`src/rtl/vid_pkg.sv`:
```
package vid_pkg;

    // Host register offsets
    localparam logic [7:0] ADDR_CTRL    = 8'h00;
    localparam logic [7:0] ADDR_H1      = 8'h28;
    localparam logic [7:0] ADDR_H2      = 8'h30;
    localparam logic [7:0] ADDR_V1      = 8'h38;
    localparam logic [7:0] ADDR_V2      = 8'h40;
    localparam logic [7:0] ADDR_BASE    = 8'h48;
    localparam logic [7:0] ADDR_LINEINC = 8'h50;

    localparam int TIMING_W = 13;               // Timing fields and counters
    localparam int PCNT_W   = 6;                // Pixel clock divider
    localparam int PIXEL_W  = 24;               // R 23:16, G 15:8, B 7:0

    // Control register layout
    typedef struct packed {
        logic [21:0]       unused_hi;
        logic [PCNT_W-1:0] pcnt;                // Bits 9:4
        logic              en;                  // Bit 3
        logic [2:0]        unused_lo;
    } ctrl_view_t;

    // H1, H2, V1 and V2 all carry two 13-bit fields
    typedef struct packed {
        logic [5:0]          unused_hi;
        logic [TIMING_W-1:0] first;             // Bits 25:13
        logic [TIMING_W-1:0] second;            // Bits 12:0
    } pair_view_t;

    // One host write word, decoded per offset
    typedef union packed {
        ctrl_view_t ctrl;
        pair_view_t pair;
    } reg_word_t;

endpackage

```
`src/rtl/vid_regs.sv`:
```
`timescale 1ns/10ps

module vid_regs
    import vid_pkg::*;
(
    input  logic                clk,
    input  logic                reset_n,
    input  logic                reg_wr,
    input  logic [7:0]          reg_addr,
    input  logic [31:0]         reg_wdata,
    output logic                enable,
    output logic [PCNT_W-1:0]   pcnt,
    output logic [TIMING_W-1:0] hsize,
    output logic [TIMING_W-1:0] hend,
    output logic [TIMING_W-1:0] hsync_start,
    output logic [TIMING_W-1:0] hsync_end,
    output logic [TIMING_W-1:0] vsize,
    output logic [TIMING_W-1:0] vend,
    output logic [TIMING_W-1:0] vsync_start,
    output logic [TIMING_W-1:0] vsync_end,
    output logic [31:0]         base_addr,
    output logic [31:0]         line_inc
);

    reg_word_t wr_word;

    assign wr_word = reg_wdata;

    always_ff @(posedge clk or negedge reset_n) begin
        if (!reset_n) begin
            enable      <= 1'b0;
            pcnt        <= '0;
            hsize       <= '0;
            hend        <= '0;
            hsync_start <= '0;
            hsync_end   <= '0;
            vsize       <= '0;
            vend        <= '0;
            vsync_start <= '0;
            vsync_end   <= '0;
            base_addr   <= '0;
            line_inc    <= '0;
        end else if (reg_wr) begin
            case (reg_addr)
                ADDR_CTRL: begin
                    enable <= wr_word.ctrl.en;
                    pcnt   <= wr_word.ctrl.pcnt;
                end
                ADDR_H1: begin
                    hsize <= wr_word.pair.first;
                    hend  <= wr_word.pair.second;
                end
                ADDR_H2: begin
                    hsync_start <= wr_word.pair.first;
                    hsync_end   <= wr_word.pair.second;
                end
                ADDR_V1: begin
                    vsize <= wr_word.pair.first;
                    vend  <= wr_word.pair.second;
                end
                ADDR_V2: begin
                    vsync_start <= wr_word.pair.first;
                    vsync_end   <= wr_word.pair.second;
                end
                ADDR_BASE:    base_addr <= reg_wdata;
                ADDR_LINEINC: line_inc  <= reg_wdata;
                default: ;                      // Unmapped offsets dropped
            endcase
        end
    end

    // Visible area has to fit inside the total raster while running
    assert property (@(posedge clk) disable iff (!reset_n)
        enable |-> (hsize < hend) && (vsize < vend))
        else $error("vid_regs: visible size not below total size");

endmodule

```
`src/rtl/vid_timing.sv`:
```
`timescale 1ns/10ps

module vid_timing
    import vid_pkg::*;
(
    input  logic                clk,
    input  logic                reset_n,
    input  logic                enable,
    input  logic [PCNT_W-1:0]   pcnt,
    input  logic [TIMING_W-1:0] hsize,
    input  logic [TIMING_W-1:0] hend,
    input  logic [TIMING_W-1:0] hsync_start,
    input  logic [TIMING_W-1:0] hsync_end,
    input  logic [TIMING_W-1:0] vsize,
    input  logic [TIMING_W-1:0] vend,
    input  logic [TIMING_W-1:0] vsync_start,
    input  logic [TIMING_W-1:0] vsync_end,
    output logic                hsync,
    output logic                hblank,
    output logic                vsync,
    output logic                vblank,
    output logic                pix_pop,
    output logic                blank_next
);

    logic [PCNT_W-1:0]   pdiv;
    logic [TIMING_W-1:0] h_cnt;                 // Position shown on the next tick
    logic [TIMING_W-1:0] v_cnt;
    logic [TIMING_W-1:0] h_inc;
    logic [TIMING_W-1:0] v_inc;
    logic                running;               // Low in the first enabled cycle
    logic                tick;
    logic                h_wrap;
    logic                v_wrap;
    logic                h_vis;
    logic                v_vis;

    assign tick   = running && enable && (pdiv >= pcnt);
    assign h_inc  = h_cnt + 1'b1;
    assign v_inc  = v_cnt + 1'b1;
    assign h_wrap = h_inc >= hend;
    assign v_wrap = v_inc >= vend;
    assign h_vis  = h_cnt < hsize;
    assign v_vis  = v_cnt < vsize;

    assign pix_pop    = tick && h_vis && v_vis;
    assign blank_next = tick ? !(h_vis && v_vis) : (hblank || vblank);

    always_ff @(posedge clk or negedge reset_n) begin
        if (!reset_n) begin
            running <= 1'b0;
            pdiv    <= '0;
        end else begin
            running <= enable;
            if (!running || !enable || tick) begin
                pdiv <= '0;
            end else begin
                pdiv <= pdiv + 1'b1;
            end
        end
    end

    // A new frame starts in vertical blanking, which gives the fetch
    // engine time to fill the FIFO before line 0
    always_ff @(posedge clk or negedge reset_n) begin
        if (!reset_n) begin
            h_cnt <= '0;
            v_cnt <= '0;
        end else if (!enable) begin
            h_cnt <= '0;
            v_cnt <= '0;
        end else if (!running) begin
            h_cnt <= '0;
            v_cnt <= vsize;                     // First blank line
        end else if (tick) begin
            if (h_wrap) begin
                h_cnt <= '0;
                v_cnt <= v_wrap ? '0 : v_inc;
            end else begin
                h_cnt <= h_inc;
            end
        end
    end

    always_ff @(posedge clk or negedge reset_n) begin
        if (!reset_n) begin
            hsync  <= 1'b0;
            hblank <= 1'b1;
            vsync  <= 1'b0;
            vblank <= 1'b1;
        end else if (!enable) begin
            hsync  <= 1'b0;
            hblank <= 1'b1;
            vsync  <= 1'b0;
            vblank <= 1'b1;
        end else if (tick) begin
            hsync  <= (h_cnt >= hsync_start) && (h_cnt < hsync_end);
            hblank <= !h_vis;
            vsync  <= (v_cnt >= vsync_start) && (v_cnt < vsync_end);
            vblank <= !v_vis;
        end
    end

endmodule

```
`src/rtl/pixel_fetch.sv`:
```
`timescale 1ns/10ps

module pixel_fetch
    import vid_pkg::*;
#(
    parameter int FIFO_DEPTH = 16,
    parameter int BURST_LEN  = 4
) (
    input  logic                       clk,
    input  logic                       reset_n,
    input  logic                       enable,
    input  logic [TIMING_W-1:0]        hsize,
    input  logic [TIMING_W-1:0]        vsize,
    input  logic [31:0]                base_addr,
    input  logic [31:0]                line_inc,
    input  logic                       pix_taken,
    output logic                       rd_req,
    output logic [31:0]                rd_addr,
    output logic [$clog2(BURST_LEN):0] rd_len
);

    localparam int CRED_W = $clog2(FIFO_DEPTH) + 1;
    localparam int LEN_W  = $clog2(BURST_LEN) + 1;

    logic [CRED_W-1:0]   credits;               // One per free FIFO entry
    logic [TIMING_W-1:0] x_cnt;                 // Word index within the line
    logic [TIMING_W-1:0] y_cnt;
    logic [TIMING_W-1:0] x_next;
    logic [31:0]         line_base;
    logic                issue;
    logic                line_done;
    logic                frame_done;

    assign issue      = enable && (credits >= CRED_W'(BURST_LEN));
    assign x_next     = x_cnt + TIMING_W'(BURST_LEN);
    assign line_done  = x_next >= hsize;
    assign frame_done = (y_cnt + 1'b1) >= vsize;
    assign rd_len     = LEN_W'(BURST_LEN);

    always_ff @(posedge clk or negedge reset_n) begin
        if (!reset_n) begin
            credits <= CRED_W'(FIFO_DEPTH);
        end else if (!enable) begin
            credits <= CRED_W'(FIFO_DEPTH);
        end else begin
            credits <= credits - (issue ? CRED_W'(BURST_LEN) : '0) + CRED_W'(pix_taken);
        end
    end

    always_ff @(posedge clk or negedge reset_n) begin
        if (!reset_n) begin
            rd_req    <= 1'b0;
            rd_addr   <= '0;
            x_cnt     <= '0;
            y_cnt     <= '0;
            line_base <= '0;
        end else if (!enable) begin
            rd_req    <= 1'b0;
            x_cnt     <= '0;
            y_cnt     <= '0;
            line_base <= base_addr;             // Frame restarts at the base
        end else begin
            rd_req <= issue;
            if (issue) begin
                rd_addr <= line_base + 32'({x_cnt, 2'b00});
                if (line_done) begin
                    x_cnt <= '0;
                    if (frame_done) begin
                        y_cnt     <= '0;
                        line_base <= base_addr;
                    end else begin
                        y_cnt     <= y_cnt + 1'b1;
                        line_base <= line_base + line_inc;
                    end
                end else begin
                    x_cnt <= x_next;
                end
            end
        end
    end

    // Returned credits can never outnumber the FIFO entries
    assert property (@(posedge clk) disable iff (!reset_n)
        credits <= CRED_W'(FIFO_DEPTH))
        else $error("pixel_fetch: credit count above FIFO depth");

endmodule

```
`src/rtl/pixel_scanout.sv`:
```
`timescale 1ns/10ps

module pixel_scanout
    import vid_pkg::*;
#(
    parameter int FIFO_DEPTH = 16
) (
    input  logic        clk,
    input  logic        reset_n,
    input  logic        enable,
    input  logic        rd_valid,
    input  logic [31:0] rd_data,
    input  logic        pix_pop,
    input  logic        blank_next,
    output logic        pix_taken,
    output logic [7:0]  R,
    output logic [7:0]  G,
    output logic [7:0]  B
);

    localparam int AW = $clog2(FIFO_DEPTH);

    logic [PIXEL_W-1:0] fifo_mem [FIFO_DEPTH];
    logic [AW:0]        wr_ptr;                 // Extra bit tells full from empty
    logic [AW:0]        rd_ptr;
    logic [PIXEL_W-1:0] rgb;
    logic               push;
    logic               pop;
    logic               empty;
    logic               full;

    assign push      = enable && rd_valid;
    assign empty     = wr_ptr == rd_ptr;
    assign full      = (wr_ptr[AW] != rd_ptr[AW]) && (wr_ptr[AW-1:0] == rd_ptr[AW-1:0]);
    assign pop       = pix_pop && !empty;
    assign pix_taken = pop;

    assign R = rgb[23:16];
    assign G = rgb[15:8];
    assign B = rgb[7:0];

    always_ff @(posedge clk) begin
        if (push) begin
            fifo_mem[wr_ptr[AW-1:0]] <= rd_data[PIXEL_W-1:0];   // Top byte dropped
        end
    end

    always_ff @(posedge clk or negedge reset_n) begin
        if (!reset_n) begin
            wr_ptr <= '0;
            rd_ptr <= '0;
            rgb    <= '0;
        end else if (!enable) begin
            wr_ptr <= '0;
            rd_ptr <= '0;
            rgb    <= '0;
        end else begin
            if (push) begin
                wr_ptr <= wr_ptr + 1'b1;
            end
            if (pop) begin
                rd_ptr <= rd_ptr + 1'b1;
                rgb    <= fifo_mem[rd_ptr[AW-1:0]];
            end else if (blank_next) begin
                rgb <= '0;                      // Black outside the visible area
            end
        end
    end

    // Credit scheme upstream should keep room for every returned word
    assert property (@(posedge clk) disable iff (!reset_n) push |-> !full)
        else $error("pixel_scanout: push while FIFO full");

    // Display reached a visible pixel before its data arrived
    assert property (@(posedge clk) disable iff (!reset_n) pix_pop |-> !empty)
        else $error("pixel_scanout: FIFO underrun");

endmodule

```
`src/rtl/vid_top.sv`:
```
`timescale 1ns/10ps

module vid_top
    import vid_pkg::*;
#(
    parameter int FIFO_DEPTH = 16,              // Power of two, multiple of BURST_LEN
    parameter int BURST_LEN  = 4
) (
    input  logic                       clk,
    input  logic                       reset_n,
    input  logic                       reg_wr,
    input  logic [7:0]                 reg_addr,
    input  logic [31:0]                reg_wdata,
    output logic                       rd_req,
    output logic [31:0]                rd_addr,
    output logic [$clog2(BURST_LEN):0] rd_len,
    input  logic                       rd_valid,
    input  logic [31:0]                rd_data,
    output logic                       hsync,
    output logic                       hblank,
    output logic                       vsync,
    output logic                       vblank,
    output logic [7:0]                 R,
    output logic [7:0]                 G,
    output logic [7:0]                 B
);

    logic                enable;
    logic [PCNT_W-1:0]   pcnt;
    logic [TIMING_W-1:0] hsize;
    logic [TIMING_W-1:0] hend;
    logic [TIMING_W-1:0] hsync_start;
    logic [TIMING_W-1:0] hsync_end;
    logic [TIMING_W-1:0] vsize;
    logic [TIMING_W-1:0] vend;
    logic [TIMING_W-1:0] vsync_start;
    logic [TIMING_W-1:0] vsync_end;
    logic [31:0]         base_addr;
    logic [31:0]         line_inc;
    logic                pix_pop;
    logic                blank_next;
    logic                pix_taken;             // Returns one fetch credit

    vid_regs regs0 (
        .clk         (clk),
        .reset_n     (reset_n),
        .reg_wr      (reg_wr),
        .reg_addr    (reg_addr),
        .reg_wdata   (reg_wdata),
        .enable      (enable),
        .pcnt        (pcnt),
        .hsize       (hsize),
        .hend        (hend),
        .hsync_start (hsync_start),
        .hsync_end   (hsync_end),
        .vsize       (vsize),
        .vend        (vend),
        .vsync_start (vsync_start),
        .vsync_end   (vsync_end),
        .base_addr   (base_addr),
        .line_inc    (line_inc)
    );

    vid_timing timing0 (
        .clk         (clk),
        .reset_n     (reset_n),
        .enable      (enable),
        .pcnt        (pcnt),
        .hsize       (hsize),
        .hend        (hend),
        .hsync_start (hsync_start),
        .hsync_end   (hsync_end),
        .vsize       (vsize),
        .vend        (vend),
        .vsync_start (vsync_start),
        .vsync_end   (vsync_end),
        .hsync       (hsync),
        .hblank      (hblank),
        .vsync       (vsync),
        .vblank      (vblank),
        .pix_pop     (pix_pop),
        .blank_next  (blank_next)
    );

    pixel_fetch #(
        .FIFO_DEPTH (FIFO_DEPTH),
        .BURST_LEN  (BURST_LEN)
    ) fetch0 (
        .clk       (clk),
        .reset_n   (reset_n),
        .enable    (enable),
        .hsize     (hsize),
        .vsize     (vsize),
        .base_addr (base_addr),
        .line_inc  (line_inc),
        .pix_taken (pix_taken),
        .rd_req    (rd_req),
        .rd_addr   (rd_addr),
        .rd_len    (rd_len)
    );

    pixel_scanout #(
        .FIFO_DEPTH (FIFO_DEPTH)
    ) scanout0 (
        .clk        (clk),
        .reset_n    (reset_n),
        .enable     (enable),
        .rd_valid   (rd_valid),
        .rd_data    (rd_data),
        .pix_pop    (pix_pop),
        .blank_next (blank_next),
        .pix_taken  (pix_taken),
        .R          (R),
        .G          (G),
        .B          (B)
    );

endmodule

```
`config.mk`:
```
export PLATFORM = sky130hd
export DESIGN_NAME = vid_top
export DESIGN_NICKNAME = d
export VERILOG_FILES = /design/src/rtl/vid_pkg.sv /design/src/rtl/vid_regs.sv /design/src/rtl/vid_timing.sv /design/src/rtl/pixel_fetch.sv /design/src/rtl/pixel_scanout.sv /design/src/rtl/vid_top.sv
export SDC_FILE = /design/constraint.sdc
export NUM_CORES = 1
export LEC_CHECK = 0
export BUFFER_PORTS_ARGS = -buffer_cell sky130_fd_sc_hd__buf_2
export CAP_MARGIN = 20
export CORE_ASPECT_RATIO = 0.9
export CORE_UTILIZATION = 60
export CTS_BUF_LIST = sky130_fd_sc_hd__clkbuf_8
export CTS_CLUSTER_SIZE = 28
export DETAILED_ROUTE_END_ITERATION = 6
export PLACE_DENSITY = 0.83
export SLEW_MARGIN = 15
export SYNTH_ARGS = -nofsm -noshare
export SYNTH_HDL_FRONTEND = slang
export SYNTH_SLANG_ARGS = --single-unit
```
`constraint.sdc`:
```
create_clock -name clk -period 5.3 [get_ports clk]
set_clock_uncertainty 0.05 [all_clocks]
set_input_delay 1.325 -clock clk [delete_from_list [all_inputs] [get_ports clk]]
set_output_delay 1.325 -clock clk [all_outputs]
set_load 0.1 [all_outputs]
```
==> flow_summary.json, run 1 <==
{
  "rr_endpoint": "fetch0.line_base[29]",
  "grt-busiest-layer": "met2",
  "cts_max_path_buffers": 3,
  "maxSlewHeadroom": 0.274,
  "grt_usage": 0.288,
  "core_um2": 55600,
  "ir_drop_uv": 331,
  "portBuffers": 128,
  "regArea_um2": 20100,
  "pre_cts_slack_ns": 1.04,
  "cts_resized": 0,
  "power.leakage_nw": 16.0,
  "num-fill-cells": 3709,
  "die_w_um": 252,
  "num_antenna_cells": 0,
  "numCtsBuffers": 110,
  "start_kind": "flip-flop",
  "setup_viol": 0,
  "cts_sinks": 724,
  "multi_input_area_um2": 12800,
  "final_cell_area_um2": 37600,
  "synth_most_common_cell": "edfxtp_1",
  "clk_pin_slew_ns": 0.06,
  "grt_max_degree": 104,
  "yosysWarnings": 0,
  "antenna_found_initial": 3,
  "fin_setup_tns_ns": 0,
  "synth_edf_count": 384,
  "totalPowerFinal_mw": 15.6,
  "use_met1": 0.371,
  "syn_avg_cell_area_um2": 13.6,
  "routed_via_density": 6.15,
  "outcome": "complete, no violations",
  "clock-root-buffer": "clkbuf_8",
  "dp_cells": 3306,
  "wire_per_inst_um": 22.9,
  "min-delay-start": "fetch0.rd_addr[8]",
  "gp_congestion": 0.900,
  "fp.dieArea_um2": 57100,
  "rsz0062_at_grt": "no",
  "finalHoldViolCount": 0,
  "use_met2": 0.476,
  "dp.final_hpwl_um": 51700,
  "arrival_ns": 4.95,
  "ant_nets": 0,
  "hold_path.class": "reg2reg",
  "start_util": 0.606,
  "yosysTopAreaCell": "edfxtp_1",
  "die_h_um": 227,
  "crit_path_end_kind": "flip-flop",
  "fin_cells": 3505,
  "max_freq_mhz": 229,
  "finalCritPeriodShare": 0.826,
  "grt_pass1_vias": 22200,
  "wl_um": 80300,
  "grt_pass1_wl_um": 124000,
  "grtUsageMet3": 0.0568,
  "rows": 82,
  "insertion_delay_ns": 0.73,
  "htreeDepth": 3,
  "holdPathStages": 2,
  "synth_common_cells": "edfxtp_1, dfrtp_1, nand2_1",
  "drcViolationCount": 0,
  "placed_area_um2": 35400,
  "syn_to_final_growth_pct": 11.4,
  "setup_ws_ns": 0.925,
  "path_max_fanout": 22,
  "worst_slew_pin_slew_ns": 1.08,
  "first_pass_iters": 6,
  "drive_gt1_frac": 0.213,
  "hold_end": "fetch0.rd_addr[8]",
  "ff2ff_setup_slack_ns": 0.92,
  "synth.ff_latch_count": 724,
  "ios": 140,
  "worstReg2RegStart": "fetch0.y_cnt[0]",
  "nets": 2930,
  "fin_crit_ns": 4.38,
  "netlist_top_cells_area": "edfxtp_1, dfrtp_1, mux4_2",
  "cts_setup_buffers": 0,
  "cp.required_ns": 5.87,
  "path_class": "reg2reg",
  "pwr_density_cell_nw_per_um2": 417,
  "syn_area_um2": 33700,
  "cap_viol_max_count": 0,
  "grt_overflow": 0,
  "yosysSeqAreaShare": 0.595,
  "synth_top_area_frac": 0.342,
  "synth_flop_cell": "edfxtp_1",
  "synthCells": 2474,
  "synth_cell_type_count": 81,
  "reg2reg_depth": 14,
  "cts_tree": "yes",
  "cts-hold-fix-buffers": 0,
  "vias": 21500,
  "maxSlewViolCount": 0,
  "async_reset_ff_frac": 0.470,
  "drt_iter0_drc": 2137
}
layer usage:
| layer | vias up | wire [um] |
|---|---|---|
| li1 | 9594 | - |
| met1 | 10700 | 31400 |
| met2 | 967 | 39700 |
| met3 | 242 | 5920 |
| met4 | 2 | 3250 |
| met5 | - | 9 |
final cells by class:
| class | instances | share of cell area |
|---|---|---|
| multi-input cells | 1511 | 0.342 |
| clock inverters | 71 | 0.0107 |
| repair buffers | 174 | 0.0277 |
| flip-flops and latches | 724 | 0.534 |
| inverters | 142 | 0.0142 |
| well taps | 756 | 0.0252 |
| clock buffers | 127 | 0.0465 |
placed cells by master (no fill, tap or decap), types with 15 or more instances in the layout:
cell and instances:
and3_1 26, buf_2 127, ha_1 190, a21oi_1 83
inv_1 182, buf_4 43, a22o_1 42, xnor2_1 52
edfxtp_1 384, mux4_2 120, nand4_1 15, o21ai_0 143
nor2_1 81, dfrtp_1 334, nand3_1 49, clkbuf_8 127
nand2b_1 26, nand2_1 211, o21ai_1 63, xor2_1 56
a21o_1 39, mux2_2 98
registers in the layout, summed over array words and instances, names as in the netlist, 24 cells and up:
name and cells:
regs0.line_inc 32, regs0.base_addr 32, fetch0.line_base 32, scanout0.fifo_mem 384, fetch0.rd_addr 32, scanout0.rgb 24
where the power goes:
part	internal [mW]	switching [mW]
clock network	2.29	2.18
logic	1.44	2.54
registers	6.63	0.554
logic make-up (layout without fill, tap and decap cells):
logic type,count (synthesis),after routing,synth area share
mux,233,233,0.117
simple gates,481,481,0.0654
compound gates,495,495,0.0955
fa+ha+maj,191,191,0.0711
flops,724,724,0.595
other cells,2,3,0.000223
buf+inv,240,514,0.0275
xor+xnor,108,108,0.0281
stage by stage:
stage | util | hold WS (ns)
after floorplan | - | 0.342
after global placement | 0.636 | 0.407
after detailed placement | 0.636 | 0.419
after CTS | 0.675 | 0.432
after global routing | 0.676 | 0.464
final | 0.676 | 0.427
critical path, stage by stage (launching register included):
cell and delay [ns]:
dfrtp_1 0.45, ha_1 0.27, nand3_1 0.15, nor2_1 0.26, and3_1 0.28, and3_1 0.28
nand3_1 0.12, xnor2_1 0.16, ha_1 0.31, o211ai_1 0.14, o21ai_4 0.60, inv_2 0.28
nor2_1 0.59, a22oi_1 0.17, o21ai_1 0.13
how the worst max path moves through the flow:
stage,startpoint,to,slack (ns),cells past startpoint
CTS,fetch0.y_cnt[0],fetch0.line_base[29],0.97,14
finish,fetch0.y_cnt[0],fetch0.line_base[29],0.92,14
floorplan,rd_valid,scanout0.fifo_mem[0][0],1.35,3
global route,fetch0.y_cnt[0],fetch0.line_base[29],0.68,14
detailed placement,fetch0.y_cnt[0],fetch0.line_base[29],1.04,14
global placement,fetch0.y_cnt[0],fetch0.line_base[26],1.25,14
(Power assumes the default switching activity.)
==> inputs of run 2 (changes only) <==
Clock period 5.3 ns to 4.12 ns, I/O delays scaled along.
==> flow_summary.json, run 2 (synthesized netlist as in run 1, its figures left out) <==
{
  "dp.final_hpwl_um": 51400,
  "htreeDepth": 3,
  "hold_path.class": "in2async",
  "maxSlewViolCount": 0,
  "crit_path_end_kind": "flip-flop",
  "numCtsBuffers": 112,
  "ir_drop_uv": 447,
  "cp.required_ns": 4.70,
  "worst_slew_pin_slew_ns": 1.13,
  "path_max_fanout": 18,
  "wl_um": 79600,
  "clock-root-buffer": "clkbuf_8",
  "grt_max_degree": 100,
  "arrival_ns": 4.39,
  "syn_to_final_growth_pct": 11.7,
  "drcViolationCount": 0,
  "final_common_cell": "edfxtp_1",
  "max_freq_mhz": 262,
  "core_um2": 55600,
  "gp_congestion": 0.883,
  "fin_crit_ns": 3.81,
  "maxSlewHeadroom": 0.243,
  "fin_setup_tns_ns": 0,
  "cts_setup_buffers": 0,
  "outcome": "complete, no violations",
  "ios": 140,
  "first_pass_iters": 5,
  "slowest_delay_ns": 0.63,
  "drive_gt1_frac": 0.218,
  "antenna_found_initial": 4,
  "path_cells": "ha_1 > nand3_1 > xnor2_1 > ha_1 > a21o_1 > a2111oi_0 > o21ai_1 > o21ai_1 > nor3_1 > or4_1 > nand2_1 > buf_4 > a21oi_1 > a22o_1",
  "vias": 21500,
  "fp.dieArea_um2": 57100,
  "setup_viol": 0,
  "die_w_um": 252,
  "power.leakage_nw": 16.0,
  "wire_per_inst_um": 22.6,
  "cts_max_path_buffers": 3,
  "die_h_um": 227,
  "layout_common_cells": "edfxtp_1, dfrtp_1, nand2_1, ha_1, inv_1",
  "finalHoldViolCount": 0,
  "largest_reg_flops": 384,
  "start_kind": "flip-flop",
  "pwr_density_cell_nw_per_um2": 533,
  "cap_viol_max_count": 0,
  "portBuffers": 128,
  "cts_sinks": 724,
  "slowest_stage": "or4_1",
  "hold_ws_ns": 0.233,
  "cts_tree": "yes",
  "start_util": 0.606,
  "grt_overflow": 0,
  "insertion_delay_ns": 0.75,
  "rsz0062_at_grt": "no",
  "grt_pass1_wl_um": 123000,
  "routed_via_density": 6.10,
  "drt_iter0_drc": 1962,
  "grt_pass1_vias": 22100,
  "path_class": "reg2reg",
  "finalCritPeriodShare": 0.925,
  "nets": 2942,
  "clk_pin_slew_ns": 0.06,
  "grt_usage": 0.286,
  "rows": 82,
  "ant_nets": 0
}
==> run 2: changes by cell type in the layout (fill, tap and decap cells not counted), moves of 2 or more <==
cell | previous run | this run
buf_4 | 43 | 52
clkinv_1 | 10 | 16
clkinv_2 | 10 | 14
diode_2 | 0 | 3
buf_12 | 2 | 4
bufinv_16 | 2 | 0
clkinv_8 | 2 | 0
inv_1 | 182 | 180
inv_8 | 0 | 2
==> run 2: critical path: cells and delay by family, from the launching register on <==
| kind | cells | cell delay, ns |
|---|---|---|
| simple gates | 4 | 1.03 |
| fa+ha+maj | 2 | 0.60 |
| flops | 1 | 0.49 |
| compound gates | 6 | 1.06 |
| buf+inv | 1 | 0.26 |
| xor+xnor | 1 | 0.22 |
==> run 2: path summary, 6_finish.rpt <==
kind	endpoint	slack, ns	start	depth (start not counted)
max	timing0.v_cnt[6]	0.31	timing0.h_cnt[0]	14
min	regs0.hend[1]	0.23	reset_n	1
max reg2reg	timing0.v_cnt[6]	0.31	timing0.h_cnt[0]	14
min reg2reg	fetch0.rd_addr[7]	0.42	fetch0.rd_addr[7]	2
max in group asynchronous	timing0.vblank	2.82	reset_n	2
min in group clk	fetch0.rd_addr[7]	0.42	fetch0.rd_addr[7]	2
==> run 2: final cells by class <==
| cell class | count | area, um2 |
|---|---|---|
| antenna | 3 | 7.51 |
| multi-input combinational | 1511 | 12800 |
| clock buffer | 128 | 1760 |
| fill | 3751 | 18000 |
| tap | 756 | 946 |
| inverter | 142 | 533 |
| sequential | 724 | 20100 |
| timing repair buffer | 184 | 1120 |
| clock inverter | 79 | 383 |
==> run 2: per-layer routing <==
layer,track usage,part of all wire
met5,0,0.00034
met4,0.132,0.041
met3,0.0684,0.080
met2,0.475,0.49
met1,0.358,0.38
==> run 2: per-stage QoR <==
stage / area [um2] / std cells / total power, mW / worst slack [ns] / utilization
2_1_floorplan: 33700 / 2475 / 13.0 / 0.461 / -
3_3_place_gp: 35500 / 3317 / 14.1 / 0.378 / 0.638
3_5_place_dp: 35500 / 3317 / 14.5 / 0.314 / 0.638
4_1_cts: 37600 / 3524 / 20.2 / 0.257 / 0.677
5_1_grt: 37600 / 3526 / 21.0 / 0.0125 / 0.677
6_report: 37600 / 3527 / 20.1 / 0.309 / 0.677
==> run 2: power breakdown <==
part | leakage, nW | internal, mW | switching (mW)
registers | 7.70 | 8.53 | 0.664
clock network | 1.26 | 2.86 | 2.83
logic | 7.07 | 1.87 | 3.30
==> run 2: repair_timing <==
action                     in CTS  in global routing
hold buffers                    0                  0
setup endpoints to repair       0                  8
hold endpoints to repair        0                  0
gates resized for setup         0                  2
